### config.mk
export PLATFORM = sky130hd
export DESIGN_NAME = serializer_pattern_top
export DESIGN_NICKNAME = d
export VERILOG_FILES = /design/src/hdl/link_pkg.sv /design/src/hdl/pattern_pkg.sv /design/src/hdl/serializer_pattern_top.sv /design/src/hdl/word_sequencer.sv /design/src/hdl/pattern_memory.sv /design/src/hdl/pattern_loader.sv /design/src/hdl/prbs_generator.sv
export VERILOG_INCLUDE_DIRS = /design/src /design/src/hdl
export SDC_FILE = /design/constraint.sdc
export NUM_CORES = 2
export LEC_CHECK = 0
export ABC_AREA = 0
export BUFFER_PORTS_ARGS = -buffer_cell sky130_fd_sc_hd__buf_2
export CAP_MARGIN = 15
export CORE_MARGIN = 1.5
export CORE_UTILIZATION = 59
export CTS_CLUSTER_SIZE = 12
export DETAILED_ROUTE_END_ITERATION = 8
export PLACE_DENSITY = 0.78
export SLEW_MARGIN = 20
export SYNTH_ARGS = -nofsm -noshare
export SYNTH_HDL_FRONTEND = slang
export SYNTH_HIERARCHICAL = 1
export SYNTH_SLANG_ARGS = --single-unit
### constraint.sdc
create_clock -name clock -period 3.6 [get_ports clock]
set_clock_uncertainty 0.1 [all_clocks]
set_input_delay 0.36 -clock clock [delete_from_list [all_inputs] [get_ports clock]]
set_output_delay 0.36 -clock clock [all_outputs]
set_load 0.01 [all_outputs]
### src/hdl/serializer_settings.svh
/*
 * Build-time sizes for the serializer test-pattern source:
 * memory geometry, link width, load stride, sync spacing, LFSR setup
 */
`ifndef SERIALIZER_SETTINGS_SVH
`define SERIALIZER_SETTINGS_SVH

// pattern memory, 256 words of 16 bits
`define PATTERN_ADDR_BITS 8
`define PATTERN_WORD_BITS 16

// parallel bus of the LVDS serializer
`define LINK_WORD_BITS 10

// clocks between memory writes, keeps sampled LFSR words disjoint
`define LOAD_STRIDE 16

// sync fires when this many low read-address bits are zero
`define SYNC_BITS 4

// LFSR length and nonzero start value
`define PRBS_BITS 31
`define PRBS_SEED 31'h1

`endif
### src/hdl/link_pkg.sv
/*
 * Types for the word handed to the serializer parallel bus
 */
`default_nettype none

`include "serializer_settings.svh"

package link_pkg;

	// parallel data plus sync marker, one per clock
	typedef struct packed {
		logic [`LINK_WORD_BITS-1:0] data;
		logic sync; // first word of a sync group
	} tx_word_s;

endpackage

`default_nettype wire

### src/hdl/pattern_pkg.sv
/*
 * Types for pattern generation: loader states and the
 * memory write bundle
 */
`default_nettype none

`include "serializer_settings.svh"

package pattern_pkg;

	// loader FSM
	typedef enum logic {
		load_fill, // memory being filled
		load_done  // all addresses written
	} load_state_e;

	// one memory write, enable is a single-cycle strobe
	typedef struct packed {
		logic enable;
		logic [`PATTERN_ADDR_BITS-1:0] address;
		logic [`PATTERN_WORD_BITS-1:0] data;
	} mem_write_s;

endpackage

`default_nettype wire

### src/hdl/serializer_pattern_top.sv
/*
 * Test-pattern source top: LFSR, loader, pattern memory
 * and readout sequencer on one clock
 */
`default_nettype none
`timescale 1ns/1ns

`include "serializer_settings.svh"

module serializer_pattern_top import pattern_pkg::*, link_pkg::*; (
	input logic clock,
	input logic reset,
	output tx_word_s tx_word,
	output logic tx_enable, // serializer data enable
	output logic loaded
);

	logic [`PRBS_BITS-1:0] prbs_state;
	mem_write_s mem_write;
	logic [`PATTERN_ADDR_BITS-1:0] read_address;
	logic [`PATTERN_WORD_BITS-1:0] read_data;

	prbs_generator prbs_generator_inst (
		.clock(clock),
		.reset(reset),
		.prbs_state(prbs_state)
	);

	pattern_loader pattern_loader_inst (
		.clock(clock),
		.reset(reset),
		.prbs_state(prbs_state),
		.mem_write(mem_write),
		.loaded(loaded)
	);

	pattern_memory pattern_memory_inst (
		.clock(clock),
		.mem_write(mem_write),
		.read_address(read_address),
		.read_data(read_data)
	);

	word_sequencer word_sequencer_inst (
		.clock(clock),
		.reset(reset),
		.loaded(loaded),
		.read_address(read_address),
		.read_data(read_data),
		.tx_word(tx_word),
		.tx_enable(tx_enable)
	);

endmodule

`default_nettype wire

### src/hdl/word_sequencer.sv
/*
 * Readout of the pattern memory in address order with wrap,
 * two-stage alignment of sync and enable, output word register
 */
`default_nettype none
`timescale 1ns/1ns

`include "serializer_settings.svh"

module word_sequencer import link_pkg::*; (
	input logic clock,
	input logic reset,
	input logic loaded,
	output logic [`PATTERN_ADDR_BITS-1:0] read_address,
	input logic [`PATTERN_WORD_BITS-1:0] read_data,
	output tx_word_s tx_word,
	output logic tx_enable
);

	logic address_sync;
	logic valid_d1; // read_data holds a real word
	logic sync_d1;

	// start of each sync group
	assign address_sync = (read_address[`SYNC_BITS-1:0] == '0);

	always_ff @(posedge clock) begin
		if (reset) begin
			read_address <= '0;
		end else if (loaded) begin
			read_address <= read_address + 1'b1; // wraps at the top
		end
	end

	// stage 1 lines up with the memory read
	always_ff @(posedge clock) begin
		if (reset) begin
			valid_d1 <= 1'b0;
			sync_d1 <= 1'b0;
		end else begin
			valid_d1 <= loaded;
			sync_d1 <= loaded && address_sync;
		end
	end

	// stage 2 is the output register
	always_ff @(posedge clock) begin
		if (reset) begin
			tx_word <= '0;
			tx_enable <= 1'b0;
		end else begin
			tx_enable <= valid_d1;
			tx_word.sync <= sync_d1;
			if (valid_d1) begin
				tx_word.data <= read_data[`LINK_WORD_BITS-1:0];
			end else begin
				tx_word.data <= '0;
			end
		end
	end

	// sync marks only words the serializer actually takes
	sync_in_stream: assert property (
		@(posedge clock) disable iff (reset)
		tx_word.sync |-> tx_enable
	) else $error("sync asserted outside the enabled stream");

endmodule

`default_nettype wire

### src/hdl/pattern_memory.sv
/*
 * Simple dual-port pattern memory, one write port and one
 * registered read port
 */
`default_nettype none
`timescale 1ns/1ns

`include "serializer_settings.svh"

module pattern_memory import pattern_pkg::*; (
	input logic clock,
	input mem_write_s mem_write,
	input logic [`PATTERN_ADDR_BITS-1:0] read_address,
	output logic [`PATTERN_WORD_BITS-1:0] read_data
);

	localparam int DEPTH = 2 ** `PATTERN_ADDR_BITS;

	logic [`PATTERN_WORD_BITS-1:0] storage [0:DEPTH-1];

	always_ff @(posedge clock) begin
		if (mem_write.enable) begin
			storage[mem_write.address] <= mem_write.data;
		end
	end

	// read-before-write on a shared address
	always_ff @(posedge clock) begin
		read_data <= storage[read_address];
	end

endmodule

`default_nettype wire

### src/hdl/pattern_loader.sv
/*
 * Fill FSM: samples the LFSR once per stride and writes each
 * pattern memory address exactly once, then flags the load done
 */
`default_nettype none
`timescale 1ns/1ns

`include "serializer_settings.svh"

module pattern_loader import pattern_pkg::*; (
	input logic clock,
	input logic reset,
	input logic [`PRBS_BITS-1:0] prbs_state,
	output mem_write_s mem_write,
	output logic loaded
);

	localparam int STRIDE_BITS = $clog2(`LOAD_STRIDE);
	localparam logic [STRIDE_BITS-1:0] STRIDE_LAST = STRIDE_BITS'(`LOAD_STRIDE - 1);
	localparam logic [`PATTERN_ADDR_BITS-1:0] LAST_ADDRESS = '1;

	load_state_e load_state;
	logic [STRIDE_BITS-1:0] stride_count;
	logic [`PATTERN_ADDR_BITS-1:0] write_address;
	logic write_strobe;

	// one write each time the stride counter is at zero
	assign write_strobe = (load_state == load_fill) && (stride_count == '0);

	assign mem_write.enable = write_strobe;
	assign mem_write.address = write_address;
	assign mem_write.data = prbs_state[`PATTERN_WORD_BITS-1:0]; // low word of LFSR
	assign loaded = (load_state == load_done);

	always_ff @(posedge clock) begin
		if (reset) begin
			load_state <= load_fill;
			stride_count <= '0;
			write_address <= '0;
		end else begin
			case (load_state)
				load_fill: begin
					if (stride_count == STRIDE_LAST) begin
						stride_count <= '0;
					end else begin
						stride_count <= stride_count + 1'b1;
					end
					if (write_strobe) begin
						write_address <= write_address + 1'b1;
						if (write_address == LAST_ADDRESS) begin
							load_state <= load_done; // memory full
						end
					end
				end
				load_done: begin
					load_state <= load_done; // hold until reset
				end
				default: begin
					load_state <= load_fill;
				end
			endcase
		end
	end

	// once loaded, the memory contents stay frozen until the next reset
	load_frozen: assert property (
		@(posedge clock) disable iff (reset)
		loaded |=> (loaded && !mem_write.enable)
	) else $error("memory write issued after the load finished");

endmodule

`default_nettype wire

### src/hdl/prbs_generator.sv
/*
 * 31-bit Fibonacci LFSR, x^31 + x^28 + 1, one step per clock
 */
`default_nettype none
`timescale 1ns/1ns

`include "serializer_settings.svh"

module prbs_generator (
	input logic clock,
	input logic reset,
	output logic [`PRBS_BITS-1:0] prbs_state
);

	localparam int TAP_HIGH = `PRBS_BITS - 1; // x^31 term
	localparam int TAP_LOW = 27; // x^28 term

	logic feedback;

	assign feedback = prbs_state[TAP_HIGH] ^ prbs_state[TAP_LOW];

	always_ff @(posedge clock) begin
		if (reset) begin
			prbs_state <= `PRBS_SEED;
		end else begin
			prbs_state <= {prbs_state[`PRBS_BITS-2:0], feedback}; // shift left
		end
	end

	// a zero state would lock the LFSR forever
	prbs_nonzero: assert property (
		@(posedge clock) disable iff (reset)
		prbs_state != '0
	) else $error("LFSR reached the all-zero state");

endmodule

`default_nettype wire

### Yosys cells after proc, flatten, opt, wreduce, memory -nomap -nowiden

Memory sizes are Yosys's and may differ from the RTL's. A register that Yosys moved wholly into a read port is not among the register bits.
Cells that the tools add are included.

| storage, ports and cells | value |
|---|---|
| register bits after elaboration | 66 |
| bits in latches | 0 |
| bits in writable memories | 4096 |
| memory bits (read-only) | 0 |
| output and inout bits | 13 |
| logic and storage cells | 31 |
| memories kept | 1 |

| operators by class | value |
|---|---|
| add/sub/neg operators | 3 |
| multipliers | 0 |
| div/mod/pow operators | 0 |
| magnitude comparators | 0 |
| eq/ne operators | 2 |
| shifts and indexed selects | 0 |
| muxes and demuxes | 6 |
| bitwise gates (word level) | 3 |
| reductions and logical operators | 6 |

Memory list:

| memory | depth | width | rd ports | clocked after Yosys merged registers in | wr ports | line | RTL |
|---|---|---|---|---|---|---|---|
| pattern_memory_inst.storage | 256 | 16 | 1 | 1 | 1 | pattern_memory.sv:19 | `` logic [`PATTERN_WORD_BITS-1:0] storage [0:DEPTH-1]; `` |

Operators with widths:

| kind | count |
|---|---|
| $add A8 B1 Y8 const B | 2 |
| $eq A8 B8 Y1 const B | 1 |
| $logic_not A4 Y1 | 2 |
| $add A4 B1 Y4 const B | 1 |
| $eq A4 B4 Y1 const B | 1 |
| $mux W1 | 4 |
| $mux W4 | 1 |
| $logic_and A1 B1 Y1 | 2 |
| $not A1 Y1 | 2 |
| $pmux W1 S2 | 1 |
| $reduce_and A2 Y1 | 1 |
| $reduce_or A2 Y1 | 1 |
| $xor A1 B1 Y1 | 1 |

### Depth between registers and ports, before layout

| depth | value |
|---|---|
| depth in word-level cells | 4 |
| depth in mapped cells | 12 |
| gate-level depth less buffers | 6 |

### Cells and area by module

Netlist, hierarchy kept.

Modules (own cells, without submodules):

| module | instances | cells each | area each (µm²) |
|---|---|---|---|
| pattern_memory | 1 | 7360 | 158714.7 |
| prbs_generator | 1 | 66 | 840.8 |
| word_sequencer | 1 | 70 | 732.0 |
| pattern_loader | 1 | 86 | 729.4 |

### Worst setup path before layout

Ideal clock, no wire load.

| path | value |
|---|---|
| path kind | register -> register |
| start | register pattern_loader_inst.stride_count[0] |
| end | memory pattern_memory_inst/storage[234][0] (netlist name), enable pin |
| arrival | 3.011 ns |
| data required time | 3.112 ns |
| slack | 0.100 ns |
| stages on the path, launching flop included | 12 |
| clock period less this slack | 3.500 ns |
| cells stage by stage | dfxtp_1 inv_1 ha_1 or4b_4 buf_4 inv_1 buf_4 clkbuf_1 clkbuf_1 nand3_1 clkbuf_1 nor2_1 |

| between the ends | value |
|---|---|
| cells in the longest elaborated chain, start to end | 4 |

RTL lines:

| item | line | RTL |
|---|---|---|
| start: declaration | pattern_loader.sv:23 | `logic [STRIDE_BITS-1:0] stride_count;` |
| start signal: assignment | pattern_loader.sv:46 | `stride_count <= stride_count + 1'b1;` |
| $logic_not A4 Y1 | pattern_loader.sv:28 | `assign write_strobe = (load_state == load_fill) && (stride_count == '0);` |
| $logic_and A1 B1 Y1 | pattern_loader.sv:28 |  |
| named net pattern_loader_inst.write_strobe | pattern_loader.sv:25 | `logic write_strobe;` |
| $mux W1 | pattern_memory.sv:22 | `if (mem_write.enable) begin` |
| $mux W1 (implied by the code) | pattern_memory.sv:23 | `storage[mem_write.address] <= mem_write.data;` |
| end: declaration | pattern_memory.sv:19 |  |

The timed path passes the listed nets, and every way through them passes these cells.

==> flow_summary.ini <==
[status]
outcome = finished, final reports clean

[pwr]
p_clk_share_pct = 42.9
power_uw = 59900
internal-power_uw = 48300
p_comb_share_pct = 1.1
pwr-share-seq_pct = 55.9
power.switching_uw = 11600
p_leak_uw = 0.0348
sw_frac_of_total_pct = 19.3
power-per-cell-area_mw_per_mm2 = 517
vdd_drop_max_uv = 517

[clocking]
clk_path_buf_depth = 4
cts_tree = done
cts_buffers = 280
cts-root-buf = clkbuf_16
clk_pin_slew_ns = 0.06
h-tree-depth = 5
clock-sinks = 2636
insertion_delay_ns = 0.95

[final_layout]
nNetsFinal = 5470
area_growth_pct = 12.5
fin_area_sq_mm = 0.116
drive_above_1_share_pct = 25.4

[global_routing]
antenna_found_initial = 12
track_usage_pct = 29.5
grt_max_degree = 145
grt_pass1_vias = 54000
grt_pass1_wl_um = 374000
gr-total-overflow = 0

[worst_setup_path]
reg2reg_depth = 8
crit_buf_inv = 3
reg2reg_to = pattern_memory_inst/read_data[9]
crit_type = flip-flop to flip-flop
cp_slowest_cell = o32ai_1
start_kind = flip-flop
worstPathArrival_ns = 4.30
reg2reg_slack_ns = 0.005
crit_family = multiplexers
slowest_delay_ns = 0.67
endpoint_kind = flip-flop
cp.required_ns = 4.31
path_max_fanout = 22
worstPathCellList = buf_12 > buf_4 > mux4_2 > mux4_2 > a22o_1 > o32ai_1 > buf_4 > nor4_1
worstReg2RegStart = word_sequencer_inst/read_address[0]

[routing]
top_layer = met5
drt_drc_violations_left = 0
vias = 54400
wl_per_cell_um = 32.8
wl_met1_um = 90500
wl_um = 260000
drt_pre_antenna_iters = 6
dr_wl_met2_um = 124000
drt_iter0_markers = 8760
wl_met3_um = 32000
vias_per_cell = 6.86
antenna_left = 0

[sta]
finalHoldViolations = 0
rsz0062_at_grt = no
hold_slack_ns = 0.271
min_period_ns = 3.59
period_share_pct = 99.9
tightestPinTransition_ns = 1.11
setup_violations = 0
fmax_mhz = 278
slew_headroom_pct = 26.1
final_max_slew_viol_count = 0
setup_tns_ns = 0

[placed_design]
port_buffers = 14
placed_cell_area_sq_mm = 0.108
place_congestion = 0.921
dp_hpwl_um = 153000

[floorplanning]
coreArea_sq_mm = 0.174
die_h_um = 421
core.rowCount = 153
io_pins = 15
fp.dieW_um = 421
dieArea_sq_mm = 0.177
initial_core_util_pct = 59.3

[run]
max_cap_violations = 0

[min_path]
min_path_cells = 1
hold_path.class = flip-flop to flip-flop
hold_end = prbs_generator_inst/prbs_state[29]
hold_path_startpoint = prbs_generator_inst/prbs_state[28]

[logic_synthesis]
ys.warnings.count = 6
avgSynthCellArea_sq_um = 20.1
synth.net_count = 5127
syn-instance-count = 5120
syn_area_sq_mm = 0.103
-- area by class of cell --
class / count / area [sq um]
sequential: 2636 / 78400
fill: 10400 / 57800
multi-input combinational: 2001 / 21800
clock buffer: 386 / 7680
timing repair buffer: 532 / 4790
tap: 2325 / 2910
clock inverter: 29 / 164
inverter: 12 / 51.3
antenna: 2 / 5.00
-- through the flow --
stage | worst slack, ns | instances | utilization [%]
6_report | 0.00523 | 7923 | 66.7
3_5_place_dp | 0.0437 | 7504 | 62.2
4_1_cts | 0.0423 | 7920 | 66.7
3_3_place_gp | 0.0583 | 7504 | 62.2
5_1_grt | 0.0114 | 7921 | 66.7
2_1_floorplan | 0.360 | 5120 | -
-- sequential cells by signal, summed over array words and instances, names as in the netlist --
| name | cells |
|---|---|
| pattern_memory_inst/storage | 2560 |
| word_sequencer_inst/valid_d1 | 1 |
| word_sequencer_inst/tx_word | 11 |
| word_sequencer_inst/tx_enable | 1 |
| pattern_memory_inst/read_data | 10 |
| prbs_generator_inst/prbs_state | 31 |
| pattern_loader_inst/loaded | 1 |
| word_sequencer_inst/read_address | 8 |
| pattern_loader_inst/stride_count | 4 |
| pattern_loader_inst/write_address | 8 |
| word_sequencer_inst/sync_d1 | 1 |
-- metal layers --
metal / vias up / track usage (%)
li1: 21600 / -
met1: 28000 / 39.4
met2: 4046 / 46.3
met3: 726 / 7.44
met4: 12 / 13.2
met5: - / 0
-- worst max path at each step --
stage	startpoint	endpoint	slack (ns)	cells after the start
5_1_grt	word_sequencer_inst/read_address[0]	pattern_memory_inst/read_data[0]	0.01	11
3_3_place_gp	word_sequencer_inst/read_address[0]	pattern_memory_inst/read_data[1]	0.06	9
4_1_cts	word_sequencer_inst/read_address[0]	pattern_memory_inst/read_data[1]	0.04	9
2_1_floorplan	pattern_loader_inst/stride_count[0]	pattern_memory_inst/storage[234][0]	0.36	11
3_5_place_dp	word_sequencer_inst/read_address[0]	pattern_memory_inst/read_data[5]	0.04	8
6_report	word_sequencer_inst/read_address[0]	pattern_memory_inst/read_data[9]	0.005	8
-- power by group through the flow --
stage               sequential (uW)  clock [uW]  combinational, uW
finish                        33500       25700                669
global route                  33500       27100                676
CTS                           33500       25900                626
detailed placement            34200           0                616
global placement              34100           0                596
floorplan                     34100           0                308
-- repair_timing --
action                     4_1_cts  5_1_grt
hold buffers                     1        0
resized for setup                0        5
hold endpoints to repair        23        0
setup endpoints to repair        0        4
setup buffers                    0        0
-- cells in the final DEF, fill, tap and decap left out, types with 9 or more instances in the layout --
cell	n
edfxtp_1	2560
mux4_2	498
buf_4	451
mux2i_1	354
nor2_1	300
clkbuf_16	291
o221ai_1	157
a21oi_1	122
o22ai_1	93
clkbuf_1	91
buf_12	65
dfxtp_1	61
nor3_1	57
mux2_2	56
nor2b_1	43
nand3_1	36
nand2_1	36
o21ai_0	31
a22oi_1	28
nand4_1	24
a22o_1	20
clkinv_1	19
a221oi_1	18
buf_2	14
dfxtp_4	14
o31ai_1	13
a211oi_1	12
and2_1	11
o32ai_1	11
inv_1	10
nor4_1	10
and3_1	9
Note: power is estimated with default switching activity, not from simulation.
